--- config.mk ---
export PLATFORM = sky130hd
export DESIGN_NAME = xaui_phy
export DESIGN_NICKNAME = d
export VERILOG_FILES = /design/src/mgt_pkg.sv /design/src/xaui_pkg.sv /design/src/xaui_phy.sv /design/src/xaui_link_status.sv /design/src/mgt_reset_ctrl.sv /design/src/xaui_rx_decoder.sv /design/src/xaui_tx_encoder.sv
export SDC_FILE = /design/constraint.sdc
export NUM_CORES = 1
export LEC_CHECK = 0
export ABC_AREA = 1
export BUFFER_PORTS_ARGS = -buffer_cell sky130_fd_sc_hd__buf_2
export CAP_MARGIN = 20
export CORE_MARGIN = 10
export CORE_UTILIZATION = 35
export DETAILED_ROUTE_END_ITERATION = 10
export PLACE_DENSITY = 0.66
export SKIP_LAST_GASP = 1
export SYNTH_ARGS = -nofsm -noshare
export SYNTH_HDL_FRONTEND = slang
export SYNTH_SLANG_ARGS = --single-unit
--- constraint.sdc ---
create_clock -name mgt_clk -period 3.31 [get_ports mgt_clk]
set_input_delay 0.662 -clock mgt_clk [delete_from_list [all_inputs] [get_ports mgt_clk]]
set_output_delay 0.662 -clock mgt_clk [all_outputs]
set_load 0.05 [all_outputs]
--- src/mgt_pkg.sv ---
package mgt_pkg;

  // transmit data and per-byte k flags toward the four transceivers.
  typedef struct packed {
    logic [63:0] txdata;
    logic [7:0]  txcharisk;
  } mgt_tx_t;

  typedef struct packed {
    logic [63:0] rxdata;
    logic [7:0]  rxcharisk;
    logic [7:0]  code_valid;  // one bit per byte, low on a disparity or code error.
    logic [7:0]  code_comma;
    logic [3:0]  rxbufferr;   // elastic buffer over or underflow, per lane.
    logic [3:0]  rxlock;
    logic [3:0]  syncok;
  } mgt_rx_t;

  typedef struct packed {
    logic [3:0] enable_align;
    logic       en_chan_sync;
    logic [3:0] tx_reset;
    logic [3:0] rx_reset;
  } mgt_ctrl_t;

  localparam logic [3:0] reset_stretch = 4'd8;  // cycles a transceiver reset outlasts its trigger.

endpackage

--- src/xaui_pkg.sv ---
package xaui_pkg;

  localparam int lanes = 4;  // each lane carries two bytes of a column.

  // byte i of data belongs to lane i/2, and ctrl bit i flags byte i as a control character.
  typedef struct packed {
    logic [63:0] data;
    logic [7:0]  ctrl;
  } xgmii_col_t;

  localparam logic [7:0] xgmii_idle  = 8'h07;
  localparam logic [7:0] xgmii_error = 8'hFE;

  localparam logic [7:0] char_k = 8'hBC;  // K28.5, the comma sent in place of idles.
  localparam logic [7:0] char_a = 8'h7C;  // K28.3, the alignment character.
  localparam logic [7:0] char_r = 8'h1C;  // K28.0, the skip character.

endpackage
--- src/xaui_phy.sv ---
module xaui_phy
  import xaui_pkg::*;
  import mgt_pkg::*;
(
  input  logic       mgt_clk,
  input  logic       mgt_rx_reset_stretch,
  input  xgmii_col_t xgmii_tx,
  output xgmii_col_t xgmii_rx,
  output mgt_tx_t    mgt_tx,
  input  mgt_rx_t    mgt_rx,
  output mgt_ctrl_t  mgt_ctrl,
  input  logic       xaui_reset,
  output logic [7:0] xaui_status
);

  logic [3:0] tx_reset;
  logic [3:0] rx_reset;
  logic [3:0] enable_align;
  logic       en_chan_sync;

  assign mgt_ctrl = '{enable_align: enable_align,
                      en_chan_sync: en_chan_sync,
                      tx_reset:     tx_reset,
                      rx_reset:     rx_reset};

  xaui_tx_encoder xaui_tx_encoder_inst (
    .mgt_clk              (mgt_clk),
    .mgt_rx_reset_stretch (mgt_rx_reset_stretch),
    .xgmii_tx             (xgmii_tx),
    .mgt_tx               (mgt_tx)
  );

  xaui_rx_decoder xaui_rx_decoder_inst (
    .mgt_clk              (mgt_clk),
    .mgt_rx_reset_stretch (mgt_rx_reset_stretch),
    .mgt_rx               (mgt_rx),
    .xgmii_rx             (xgmii_rx)
  );

  mgt_reset_ctrl mgt_reset_ctrl_inst (
    .mgt_clk              (mgt_clk),
    .mgt_rx_reset_stretch (mgt_rx_reset_stretch),
    .xaui_reset           (xaui_reset),
    .rxbufferr            (mgt_rx.rxbufferr),
    .tx_reset             (tx_reset),
    .rx_reset             (rx_reset)
  );

  xaui_link_status xaui_link_status_inst (
    .mgt_clk              (mgt_clk),
    .mgt_rx_reset_stretch (mgt_rx_reset_stretch),
    .xaui_reset           (xaui_reset),
    .mgt_rx               (mgt_rx),
    .enable_align         (enable_align),
    .en_chan_sync         (en_chan_sync),
    .xaui_status          (xaui_status)
  );

endmodule

--- src/xaui_link_status.sv ---
module xaui_link_status
  import mgt_pkg::*;
(
  input  logic       mgt_clk,
  input  logic       mgt_rx_reset_stretch,
  input  logic       xaui_reset,
  input  mgt_rx_t    mgt_rx,
  output logic [3:0] enable_align,
  output logic       en_chan_sync,
  output logic [7:0] xaui_status
);

  logic [7:0] byte_synced;
  logic       code_fault;

  always_comb begin
    for (int i = 0; i < 8; i++) begin
      byte_synced[i] = mgt_rx.syncok[i/2];
    end
  end

  // a code error only counts on a lane that has already found its commas.
  assign code_fault = |(~mgt_rx.code_valid & byte_synced);

  always_ff @(posedge mgt_clk) begin
    if (mgt_rx_reset_stretch) begin
      enable_align <= '1;
      en_chan_sync <= 1'b0;
      xaui_status  <= '0;
    end else begin
      enable_align     <= ~mgt_rx.syncok;  // keep hunting for commas on unsynced lanes.
      en_chan_sync     <= &mgt_rx.syncok;
      xaui_status[3:0] <= mgt_rx.syncok;
      xaui_status[4]   <= (&mgt_rx.syncok) & (&mgt_rx.code_valid);
      if (xaui_reset) begin
        xaui_status[5] <= 1'b0;
      end else if (code_fault) begin
        xaui_status[5] <= 1'b1;
      end
      if (xaui_reset) begin
        xaui_status[6] <= 1'b0;
      end else if (|mgt_rx.rxbufferr) begin
        xaui_status[6] <= 1'b1;
      end
      xaui_status[7]   <= &mgt_rx.rxlock;
    end
  end

endmodule

--- src/mgt_reset_ctrl.sv ---
module mgt_reset_ctrl
  import mgt_pkg::*;
(
  input  logic       mgt_clk,
  input  logic       mgt_rx_reset_stretch,
  input  logic       xaui_reset,
  input  logic [3:0] rxbufferr,
  output logic [3:0] tx_reset,
  output logic [3:0] rx_reset
);

  logic [1:0] trigger;
  logic [3:0] count [2];

  // index 0 is the transmit side and index 1 the receive side.
  assign trigger[0] = xaui_reset;
  assign trigger[1] = xaui_reset | (|rxbufferr);  // a buffer error restarts the receiver.

  always_ff @(posedge mgt_clk) begin
    for (int i = 0; i < 2; i++) begin
      if (mgt_rx_reset_stretch || trigger[i]) begin
        count[i] <= reset_stretch;
      end else if (count[i] != 4'd0) begin
        count[i] <= count[i] - 4'd1;
      end
    end
  end

  // the output drops once the counter has run out after the last trigger.
  assign tx_reset = {4{count[0] != 4'd0}};
  assign rx_reset = {4{count[1] != 4'd0}};

endmodule

--- src/xaui_rx_decoder.sv ---
module xaui_rx_decoder
  import xaui_pkg::*;
  import mgt_pkg::*;
(
  input  logic       mgt_clk,
  input  logic       mgt_rx_reset_stretch,
  input  mgt_rx_t    mgt_rx,
  output xgmii_col_t xgmii_rx
);

  xgmii_col_t rx_next;

  // rules are checked in order, so an unsynced lane hides any code error on it.
  always_comb begin
    rx_next = '0;
    for (int i = 0; i < 2 * lanes; i++) begin
      if (!mgt_rx.syncok[i/2]) begin
        rx_next.data[8*i +: 8] = xgmii_idle;
        rx_next.ctrl[i]        = 1'b1;
      end else if (!mgt_rx.code_valid[i]) begin
        rx_next.data[8*i +: 8] = xgmii_error;
        rx_next.ctrl[i]        = 1'b1;
      end else if (mgt_rx.rxcharisk[i] &&
                   (mgt_rx.rxdata[8*i +: 8] == char_k ||
                    mgt_rx.rxdata[8*i +: 8] == char_a ||
                    mgt_rx.rxdata[8*i +: 8] == char_r)) begin
        rx_next.data[8*i +: 8] = xgmii_idle;  // idle sequence characters collapse to idle.
        rx_next.ctrl[i]        = 1'b1;
      end else if (mgt_rx.rxcharisk[i]) begin
        rx_next.data[8*i +: 8] = mgt_rx.rxdata[8*i +: 8];
        rx_next.ctrl[i]        = 1'b1;
      end else begin
        rx_next.data[8*i +: 8] = mgt_rx.rxdata[8*i +: 8];
        rx_next.ctrl[i]        = 1'b0;
      end
    end
  end

  always_ff @(posedge mgt_clk) begin
    if (mgt_rx_reset_stretch) begin
      xgmii_rx.data <= {(2 * lanes){xgmii_idle}};
      xgmii_rx.ctrl <= '1;
    end else begin
      xgmii_rx <= rx_next;
    end
  end

endmodule

--- src/xaui_tx_encoder.sv ---
module xaui_tx_encoder
  import xaui_pkg::*;
  import mgt_pkg::*;
(
  input  logic       mgt_clk,
  input  logic       mgt_rx_reset_stretch,
  input  xgmii_col_t xgmii_tx,
  output mgt_tx_t    mgt_tx
);

  mgt_tx_t tx_next;

  always_comb begin
    tx_next = '0;
    for (int i = 0; i < 2 * lanes; i++) begin
      if (!xgmii_tx.ctrl[i]) begin
        tx_next.txdata[8*i +: 8] = xgmii_tx.data[8*i +: 8];
        tx_next.txcharisk[i]     = 1'b0;
      end else if (xgmii_tx.data[8*i +: 8] == xgmii_idle) begin
        tx_next.txdata[8*i +: 8] = char_k;  // every idle goes out as a comma.
        tx_next.txcharisk[i]     = 1'b1;
      end else begin
        tx_next.txdata[8*i +: 8] = xgmii_tx.data[8*i +: 8];
        tx_next.txcharisk[i]     = 1'b1;
      end
    end
  end

  always_ff @(posedge mgt_clk) begin
    if (mgt_rx_reset_stretch) begin
      mgt_tx.txdata    <= {(2 * lanes){char_k}};  // keep the far end's comma detect busy.
      mgt_tx.txcharisk <= '1;
    end else begin
      mgt_tx <= tx_next;
    end
  end

endmodule

==> run summary, run 1 <==
Yosys warning total: 0
insertion delay of the later-clocked pin in the worst-skew pair: 410 ps
worst hold path type: in -> reg
Slew Viols, Final: 0
HPWL after detailed placement: 16.53 mm
DR DRC count: 0
row count: 47
IO Pins: 340
Initial Utilization: 35.73%
largest net degree at the start of global routing: 44
syn nets: 894
final net count: 1218
register area share after synthesis: 56.90%
Max-Slew Margin vs Limit: 65.75%
Cell Pwr Density: 586.0 nW/um^2
Syn Std Cell Area: 5946 um^2
initial antenna violation count: 1
cts hold-fix bufs: 0
maximum clock path buffer count: 2
post-cts sizing count: 0
cell taking the most area after synthesis: dfxtp_1
Die Span Y: 150.3 um
most common cell after layout, fill and taps aside: buf_2
Hold Slack: 440.2 ps
Vias: 5616
Netlist cell types: 29
Setup CP Type: reg -> out
Root Buffer: clkbuf_16
CTS buffer count: 17
Mapped Avg Cell Area: 8.316 um^2
pre-CTS WS: 1351 ps
WL/cell: 15.87 um
drt total wl: 20.26 mm
cells after synthesis: 715
Layout area overhead: 39.35%
Sequential cell area: 3383 um^2
TritonCTS clock tree: yes
Core Region: 16640 um^2
Final Worst Setup Slack: 1013 ps
Period minus WS final: 2297 ps
area taken by multi-input logic gates: 1986 um^2
layout cell share with drive strength beyond 1: 38.12%
maximum clock rate: 435.4 MHz
most frequent cells in the layout: buf_2, nand2_1, dfxtp_1
first-pass GRT wire length: 29.81 mm
H-tree depth: 4
setup bufs post-CTS: 0
VDD IR max: 0.3339 mV
Setup violations, final: 0
GP Congestion: 0.8531
Synth Register Bits: 165
CP Launch Type: register
Final TNS setup: 0 ps
vias in the first global route: 5601
vias per cell: 4.401
number of clock sinks: 165
Worst Max-Slew Pin Slew: 513.7 ps
clk slew on worst S/H paths: 70 ps
Required @ worst endpoint: 2650 ps
crit-path max FO: 6
status: completed
All-Layer GR Usage: 16.89%
Critical Path End Type: output port
max cap viols: 0
Detailed Route Iter0 Violations: 172
Leak: 4.452 nW
Antenna Nets Post-Route: 0
FILL cells: 1646
Synth top area share: 52.86%
CP arrival: 1630 ps
drt pass-1 iters: 4
full die area: 22600 um^2
die width: 150.3 um
Tcrit/Tclk final: 69.39%
Fin Clk Skew: 3.731 ps
Fin. Hold Viols: 0
# port buffers: 331
unrepaired setup endpoints after global routing: false
top cells by area, synth: dfxtp_1, nand2_1, inv_1
GRT overflow: 0
cells by family (layout without fill, tap and decap cells):
kind of cell    after synthesis  count (layout)  share of synthesized area (%)
simple gates                361             361                          27.06
fa+ha+maj                     4               4                         0.8418
flops                       165             165                          56.90
other cells                   0               4                              0
xor+xnor                      3               3                         0.4420
buf+inv                     132             469                          9.701
compound gates               50              50                          5.051
report_power, final:
group | internal, W | total [W] | leakage (nW) | switching (W)
Clock | 0.00106 | 0.00192 | 0.284 | 0.000858
Sequential | 0.00210 | 0.00212 | 1.39 | 0.0000249
Combinational | 0.000214 | 0.000815 | 2.78 | 0.000601
Total | 0.00337 | 0.00486 | 4.45 | 0.00148
sequential cells by signal, indices dropped and copies added (netlist names):
signal / count
xaui_tx_encoder_inst.mgt_tx: 72
xaui_rx_decoder_inst.xgmii_rx: 72
xaui_link_status_inst.enable_align: 4
xaui_link_status_inst.xaui_status: 8
mgt_reset_ctrl_inst.count: 8
xaui_link_status_inst.en_chan_sync: 1
through the flow:
step | utilization [%] | instance area (um^2) | instances | power [W]
floorplan | - | 5946 | 715 | 0.002725
global placement | 46.30 | 7705 | 1240 | 0.002981
detailed placement | 46.30 | 7705 | 1240 | 0.002990
CTS | 49.73 | 8275 | 1272 | 0.004902
global route | 49.74 | 8278 | 1273 | 0.005043
finish | 49.79 | 8285 | 1276 | 0.004855
synth_stat cells:
cell      instances
xor2_1            1
xnor2_1           2
nor2_1           82
o21ai_0           2
buf_6             2
and3_1            8
ha_1              4
nor2_8            1
o21bai_1          5
nand4_1          26
or2_2             8
buf_4            13
inv_2             5
nand2_2          11
a41oi_1           1
nor3_1            8
a21oi_1          33
nand2_1         173
nand3b_1          8
inv_4             1
nor2_4            2
dfxtp_1         157
buf_2            12
edfxtp_1          8
inv_1            99
nor4_1            5
and2_1            1
a21oi_2           9
nand3_1          28
worst paths after layout:
kind,to,start,slack (ps),cells after the start
setup / recovery,mgt_ctrl[0],mgt_reset_ctrl_inst.count[1][0]$_SDFFCE_PN0P_,1010,6
setup reg to reg,mgt_reset_ctrl_inst.count[0][3]$_SDFFCE_PN1P_,mgt_reset_ctrl_inst.count[0][0]$_SDFFCE_PN0P_,1890,6
hold / removal,xaui_tx_encoder_inst.mgt_tx[58]$_SDFF_PP1_,xgmii_tx[58],440,3
hold reg to reg,xaui_link_status_inst.xaui_status[6]$_SDFFE_PP0P_,xaui_link_status_inst.xaui_status[6]$_SDFFE_PP0P_,480,2
cell type report:
cell class              instances  share of cell area [%]
clock buffers                  17                   5.134
diodes                          4                  0.1208
multi-input cells             418                   23.97
repair buffers                332                   20.08
inverters                     105                   4.787
well taps                     220                   3.322
flip-flops and latches        165                   40.83
clock inverters                15                   1.752
metal layers:
| layer | vias to the layer above | share of wire [%] | track usage, % |
|---|---|---|---|
| li1 | 2865 | - | - |
| met1 | 2532 | 37 | 17.40 |
| met2 | 207 | 52 | 30.42 |
| met3 | 12 | 10 | 6.903 |
| met4 | 0 | 0.94 | 5.491 |
| met5 | - | 0 | 0 |
critical path, stage by stage (launching register included):
cell	delay, ps
edfxtp_1	390
inv_1	110
ha_1	150
nand2_1	50
nor2_1	150
inv_1	130
buf_2	240
(Power assumes the default switching activity.)
==> run 2, diff against run 1 <==
--- a/config.mk
+++ b/config.mk
@@ -11,7 +11,7 @@
 export CORE_MARGIN = 10
 export CORE_UTILIZATION = 35
 export DETAILED_ROUTE_END_ITERATION = 10
-export PLACE_DENSITY = 0.66
+export PLACE_DENSITY = 0.69
 export SKIP_LAST_GASP = 1
 export SYNTH_ARGS = -nofsm -noshare
 export SYNTH_HDL_FRONTEND = slang
==> constraint.sdc (replaced) <==
create_clock -name mgt_clk -period 2.1 [get_ports mgt_clk]
set_input_delay 0.42 -clock mgt_clk [delete_from_list [all_inputs] [get_ports mgt_clk]]
set_output_delay 0.42 -clock mgt_clk [all_outputs]
set_load 0.05 [all_outputs]
==> run summary, run 2 (synthesis gave the netlist of run 1 again) <==
status: completed
final net count: 1219 (+0.082%)
die width: 150.3 um (unchanged)
Critical Path End Type: output port
GP Congestion: 0.9010 (+5.6%)
CP bufs+invs: 3 (unchanged)
Layout area overhead: 40.15%
part of the power in registers: 43.5% (-0.3 points)
Final TNS setup: 0 ps (unchanged)
Vias: 5646 (+0.53%)
Worst Max-Slew Pin Slew: 351.1 ps (-162.7 ps)
full die area: 22600 um^2 (unchanged)
VDD IR max: 0.5064 mV (+52%)
Clock power frac: 39.9% (+0.4 points)
Core Region: 16640 um^2 (unchanged)
CP arrival: 1510 ps (-120 ps)
slowest CP cell: edfxtp_1
unrepaired setup endpoints after global routing: false
worst hold path type: in -> reg
clk slew on worst S/H paths: 70 ps (about the same)
sw power: 0.002320 W (+56%)
Fin Clk Skew: 6.524 ps (+2.793 ps)
Slew Viols, Final: 0 (unchanged)
Cell Int Power: 0.005388 W (+60%)
largest net degree at the start of global routing: 35 (-20%)
switching part of the total: 30.10% (-0.45 points)
drt pass-1 iters: 4 (unchanged)
IO Pins: 340 (unchanged)
# port buffers: 331 (unchanged)
FILL cells: 1612 (-2.1%)
Worst path depth: 6 (unchanged)
post-route cell area: 8333 um^2 (+0.57%)
first-pass GRT wire length: 29.55 mm (-0.90%)
Setup CP Type: reg -> out
max cap viols: 0 (unchanged)
Leak: 4.468 nW (+0.36%)
layout cell share with drive strength beyond 1: 38.37% (+0.25 points)
crit-path max FO: 6 (unchanged)
Cell Pwr Density: 925.0 nW/um^2 (+58%)
Root Buffer: clkbuf_16
DR DRC count: 0 (unchanged)
hold depth: 3 (unchanged)
Power Total: 0.007708 W (+59%)
Die Span Y: 150.3 um (unchanged)
Detailed Route Iter0 Violations: 247 (+44%)
drt total wl: 19.91 mm (-1.7%)
Antenna Nets Post-Route: 0 (unchanged)
H-tree depth: 4 (unchanged)
most common cell after layout, fill and taps aside: buf_2
cells along the critical path: inv_1 -> ha_1 -> nand2_1 -> nor2_2 -> inv_2 -> buf_4
most frequent cells in the layout: buf_2, nand2_1, dfxtp_1
row count: 47 (unchanged)
Required @ worst endpoint: 1680 ps (-970 ps)
R2R depth: 6 (unchanged)
Initial Utilization: 35.73% (unchanged)
GRT overflow: 0 (unchanged)
Top delay family on crit path: flip-flops
Tcrit/Tclk final: 92.07%
CTS buffer count: 17 (unchanged)
maximum clock rate: 517.2 MHz
number of clock sinks: 165 (unchanged)
cts hold-fix bufs: 0 (unchanged)
Max-Slew Margin vs Limit: 76.38% (+11 points)
Setup violations, final: 0 (unchanged)
CP Launch Type: register
HPWL after detailed placement: 16.50 mm (-0.15%)
WL/cell: 15.62 um (-1.6%)
biggest regs: xaui_rx_decoder_inst.xgmii_rx: 72 flops, xaui_tx_encoder_inst.mgt_tx: 72 flops
Period minus WS final: 1933 ps
vias in the first global route: 5648 (+0.84%)
maximum clock path buffer count: 2 (unchanged)
All-Layer GR Usage: 16.70% (-0.19 points)
TritonCTS clock tree: yes
insertion delay of the later-clocked pin in the worst-skew pair: 410 ps (about the same)
slowest stage delay, CP: 380 ps (about the same)
initial antenna violation count: 1 (unchanged)
vias per cell: 4.432 (+0.69%)
Area after DPL: 7725 um^2 (+0.26%)
logic gate share of total power: 16.7% (about the same)
Fin. Hold Viols: 0 (unchanged)
run 2: cell count changes in the layout (fill, tap and decap cells not counted), moves of 2 or more:
cell,before,now
buf_2,331,327
buf_4,1,5
clkinvlp_4,1,3
diode_2,4,1
inv_8,3,1
run 2: worst min-delay path, cell delays in order:
cell and delay, ps:
buf_2 80, inv_1 40, nand2_1 40
run 2: path summary, 6_finish.rpt:
kind                                                             to                                              start  slack [ps]
setup / recovery                                        mgt_ctrl[1]      mgt_reset_ctrl_inst.count[1][0]$_SDFFCE_PN0P_         170
hold / removal            xaui_tx_encoder_inst.mgt_tx[1]$_SDFF_PP1_                                        xgmii_tx[1]         200
setup reg to reg      mgt_reset_ctrl_inst.count[0][3]$_SDFFCE_PN1P_      mgt_reset_ctrl_inst.count[0][0]$_SDFFCE_PN0P_         700
hold reg to reg   xaui_link_status_inst.xaui_status[6]$_SDFFE_PP0P_  xaui_link_status_inst.xaui_status[6]$_SDFFE_PP0P_         490
run 2: power groups by stage:
stage / Clock, W / Combinational, W / Sequential [W]
final: 0.00307 / 0.00128 / 0.00335
after global placement: 0 / 0.00128 / 0.00342
after CTS: 0.00315 / 0.00130 / 0.00335
after floorplan: 0 / 0.000353 / 0.00394
after detailed placement: 0 / 0.00129 / 0.00342
after global routing: 0.00328 / 0.00138 / 0.00336
run 2: layer usage:
layer / track usage (%) / vias to the layer above / wire length (um)
met2: 30.14 / 253 / 9983
met3: 7.323 / 20 / 2393
met5: 0 / - / 13
li1: - / 2870 / -
met1: 17.12 / 2501 / 7236
met4: 4.713 / 2 / 279
run 2: what timing repair did:
action / in CTS / in global routing
resized for setup: 0 / 10
setup buffers: 0 / 0
endpoints found under the setup margin: 0 / 4
run 2: layout make-up:
| cell class | count | area [um^2] | share of cell area (%) |
|---|---|---|---|
| antenna | 1 | 2.502 | 0.03003 |
| inverter | 105 | 396.6 | 4.760 |
| timing repair buffer | 333 | 1694 | 20.33 |
| multi-input combinational | 418 | 1988 | 23.86 |
| tap | 220 | 275.3 | 3.303 |
| sequential | 165 | 3383 | 40.60 |
| clock inverter | 14 | 142.6 | 1.712 |
| clock buffer | 18 | 450.4 | 5.405 |
run 2: stage by stage:
stage | cells | hold slack [ps] | util [%] | setup WS (ps)
global route | 1273 | 181.2 | 50.06 | 37.20
floorplan | 715 | 516.1 | - | 203.2
global placement | 1241 | 456.9 | 46.42 | 531.5
CTS | 1273 | 170.9 | 49.98 | 40.96
finish | 1274 | 197.9 | 50.07 | 166.6
detailed placement | 1241 | 471.0 | 46.42 | 507.1
==> run 3, diff against run 2 <==
--- a/config.mk
+++ b/config.mk
@@ -10,6 +10,7 @@
 export CAP_MARGIN = 20
 export CORE_MARGIN = 10
 export CORE_UTILIZATION = 35
+export CTS_BUF_LIST = sky130_fd_sc_hd__clkbuf_8
 export DETAILED_ROUTE_END_ITERATION = 10
 export PLACE_DENSITY = 0.69
 export SKIP_LAST_GASP = 1
==> run summary, run 3 (synthesis gave the netlist of run 1 again) <==
Detailed Route Iter0 Violations: 232 (-6.1%)
vias in the first global route: 5681 (+0.58%)
Tcrit/Tclk final: 93.29% (+1.2 points)
GP Congestion: 0.9010 (unchanged)
Power Total: 0.006976 W (-9.5%)
biggest regs: xaui_rx_decoder_inst.xgmii_rx: 72 flops, xaui_tx_encoder_inst.mgt_tx: 72 flops
crit-path max FO: 5 (-1)
H-tree depth: 4 (unchanged)
most common cell after layout, fill and taps aside: buf_2
maximum clock rate: 510.4 MHz (-1.3%)
CP Launch Type: register
Critical Path End Type: output port
worst reg2reg endpoint: mgt_reset_ctrl_inst.count[0][3]$_SDFFCE_PN1P_
Worst Max-Slew Pin Slew: 351.1 ps (-0.0001192 ps)
number of clock sinks: 165 (unchanged)
Leak: 4.383 nW (-1.9%)
Cell Pwr Density: 856.6 nW/um^2 (-7.4%)
Antenna Nets Post-Route: 0 (unchanged)
Hold Startpoint: xgmii_tx[1]
Finished Layout Cells: 1273 (-0.078%)
All-Layer GR Usage: 16.70% (about the same)
GRT overflow: 0 (unchanged)
largest net degree at the start of global routing: 35 (unchanged)
initial antenna violation count: 1 (unchanged)
FILL cells: 1635 (+1.4%)
drt pass-1 iters: 4 (unchanged)
Core Region: 16640 um^2 (unchanged)
final net count: 1219 (unchanged)
Required @ worst endpoint: 1680 ps (about the same)
Setup CP Type: reg -> out
status: completed
hold depth: 3 (unchanged)
IO Pins: 340 (unchanged)
CTS buffer count: 17 (unchanged)
Max-Slew Margin vs Limit: 76.38% (unchanged)
Clock power frac: 33.6% (-6.3 points)
TritonCTS clock tree: yes
clk slew on worst S/H paths: 90 ps (+20 ps)
full die area: 22600 um^2 (unchanged)
Hold Slack: 169.0 ps (-28.92 ps)
DR DRC count: 0 (unchanged)
# port buffers: 331 (unchanged)
drt total wl: 19.95 mm (+0.21%)
logic gate share of total power: 18.4% (+1.7 points)
Hold EP: xaui_tx_encoder_inst.mgt_tx[1]$_SDFF_PP1_
Final Worst Setup Slack: 140.9 ps (-25.73 ps)
worst hold path type: in -> reg
Vias: 5628 (-0.32%)
reg-to-reg critical path startpoint: mgt_reset_ctrl_inst.count[0][0]$_SDFFCE_PN0P_
switching part of the total: 32.10% (+2.0 points)
Die Span Y: 150.3 um (unchanged)
first-pass GRT wire length: 29.57 mm (about the same)
layout cell share with drive strength beyond 1: 38.56% (+0.19 points)
insertion delay of the later-clocked pin in the worst-skew pair: 440 ps (+30 ps)
Layout area overhead: 36.97%
Setup violations, final: 0 (unchanged)
Fin. Hold Viols: 0 (unchanged)
WL/cell: 15.67 um (+0.29%)
Ant. Diodes: 0 (-1)
die width: 150.3 um (unchanged)
sw power: 0.002239 W (-3.5%)
setup bufs post-CTS: 0 (unchanged)
Slew Viols, Final: 0 (unchanged)
unrepaired setup endpoints after global routing: false
Period minus WS final: 1959 ps (+25.73 ps)
R2R depth: 6 (unchanged)
HPWL after detailed placement: 16.50 mm (unchanged)
CP arrival: 1540 ps (+30 ps)
pre-CTS WS: 507.1 ps (unchanged)
VDD IR max: 0.3573 mV (-29%)
Initial Utilization: 35.73% (unchanged)
Root Buffer: clkbuf_8
vias per cell: 4.421 (-0.24%)
max cap viols: 0 (unchanged)
row count: 47 (unchanged)
cell count after placement: 1241 (unchanged)
reg-to-reg slack, setup: 690 ps (about the same)
part of the power in registers: 48.0% (+4.5 points)
Cell Int Power: 0.004737 W (-12%)
maximum clock path buffer count: 2 (unchanged)
Fin Clk Skew: 8.666 ps (+2.142 ps)
most frequent cells in the layout: buf_2, nand2_1, dfxtp_1
==> run 3: changes by cell type in the layout (fill, tap and decap cells not counted) <==
cell       delta
clkbuf_8     +17
inv_2         +2
diode_2       -1
clkbuf_16    -18
bufinv_16     +1
inv_1         -2
==> run 3: worst max path at each step <==
stage,slack [ps],endpoint,start,cells after the start
final,140,mgt_ctrl[5],mgt_reset_ctrl_inst.count[0][0]$_SDFFCE_PN0P_,4
after global placement,530,mgt_ctrl[0],mgt_reset_ctrl_inst.count[1][0]$_SDFFCE_PN0P_,6
after global routing,7,mgt_ctrl[0],mgt_reset_ctrl_inst.count[1][0]$_SDFFCE_PN0P_,6
after CTS,-10,mgt_ctrl[1],mgt_reset_ctrl_inst.count[1][0]$_SDFFCE_PN0P_,6
after floorplan,200,mgt_ctrl[5],mgt_reset_ctrl_inst.count[0][0]$_SDFFCE_PN0P_,4
after detailed placement,510,mgt_ctrl[1],mgt_reset_ctrl_inst.count[1][0]$_SDFFCE_PN0P_,6
==> run 3: per-stage QoR <==
| stage | area, um^2 | utilization [%] | setup TNS, ps |
|---|---|---|---|
| floorplan | 5946 | - | 0 |
| global placement | 7725 | 46.42 | 0 |
| detailed placement | 7725 | 46.42 | 0 |
| CTS | 8132 | 48.86 | -48.35 |
| global route | 8144 | 48.94 | 0 |
| finish | 8144 | 48.94 | 0 |
==> run 3: final cells by class <==
cell class / instances / area [um^2] / area share [%]
repair buffers: 333 / 1694 / 20.80
well taps: 220 / 275.3 / 3.380
multi-input cells: 418 / 1988 / 24.41
inverters: 105 / 396.6 / 4.870
clock inverters: 15 / 172.7 / 2.120
clock buffers: 17 / 234.0 / 2.873
flip-flops and latches: 165 / 3383 / 41.54
==> run 3: timing repair <==
item / CTS / global route
gates resized for setup: 0 / 12
hold buffers: 0 / 0
endpoints found under the setup margin: 4 / 4
==> run 3: metal layers <==
| layer | global-route usage [%] | up-vias | share of wire (%) |
|---|---|---|---|
| met5 | 0 | - | 0.065 |
| met2 | 30.14 | 245 | 50 |
| met3 | 7.653 | 20 | 12 |
| li1 | - | 2867 | - |
| met4 | 4.810 | 2 | 1.5 |
| met1 | 16.88 | 2494 | 36 |
==> run 3: power by group through the flow <==
stage	Clock (W)	Combinational, W	Sequential, W
2_1_floorplan	0	0.000353	0.00394
3_5_place_dp	0	0.00129	0.00342
6_report	0.00234	0.00128	0.00335
4_1_cts	0.00241	0.00130	0.00335
5_1_grt	0.00254	0.00138	0.00336
3_3_place_gp	0	0.00128	0.00342
==> run 3: worst max-delay path, stage by stage (launching register included) <==
cell,delay [ps]
edfxtp_1,390
inv_1,110
ha_1,180
nand3_1,160
buf_2,260
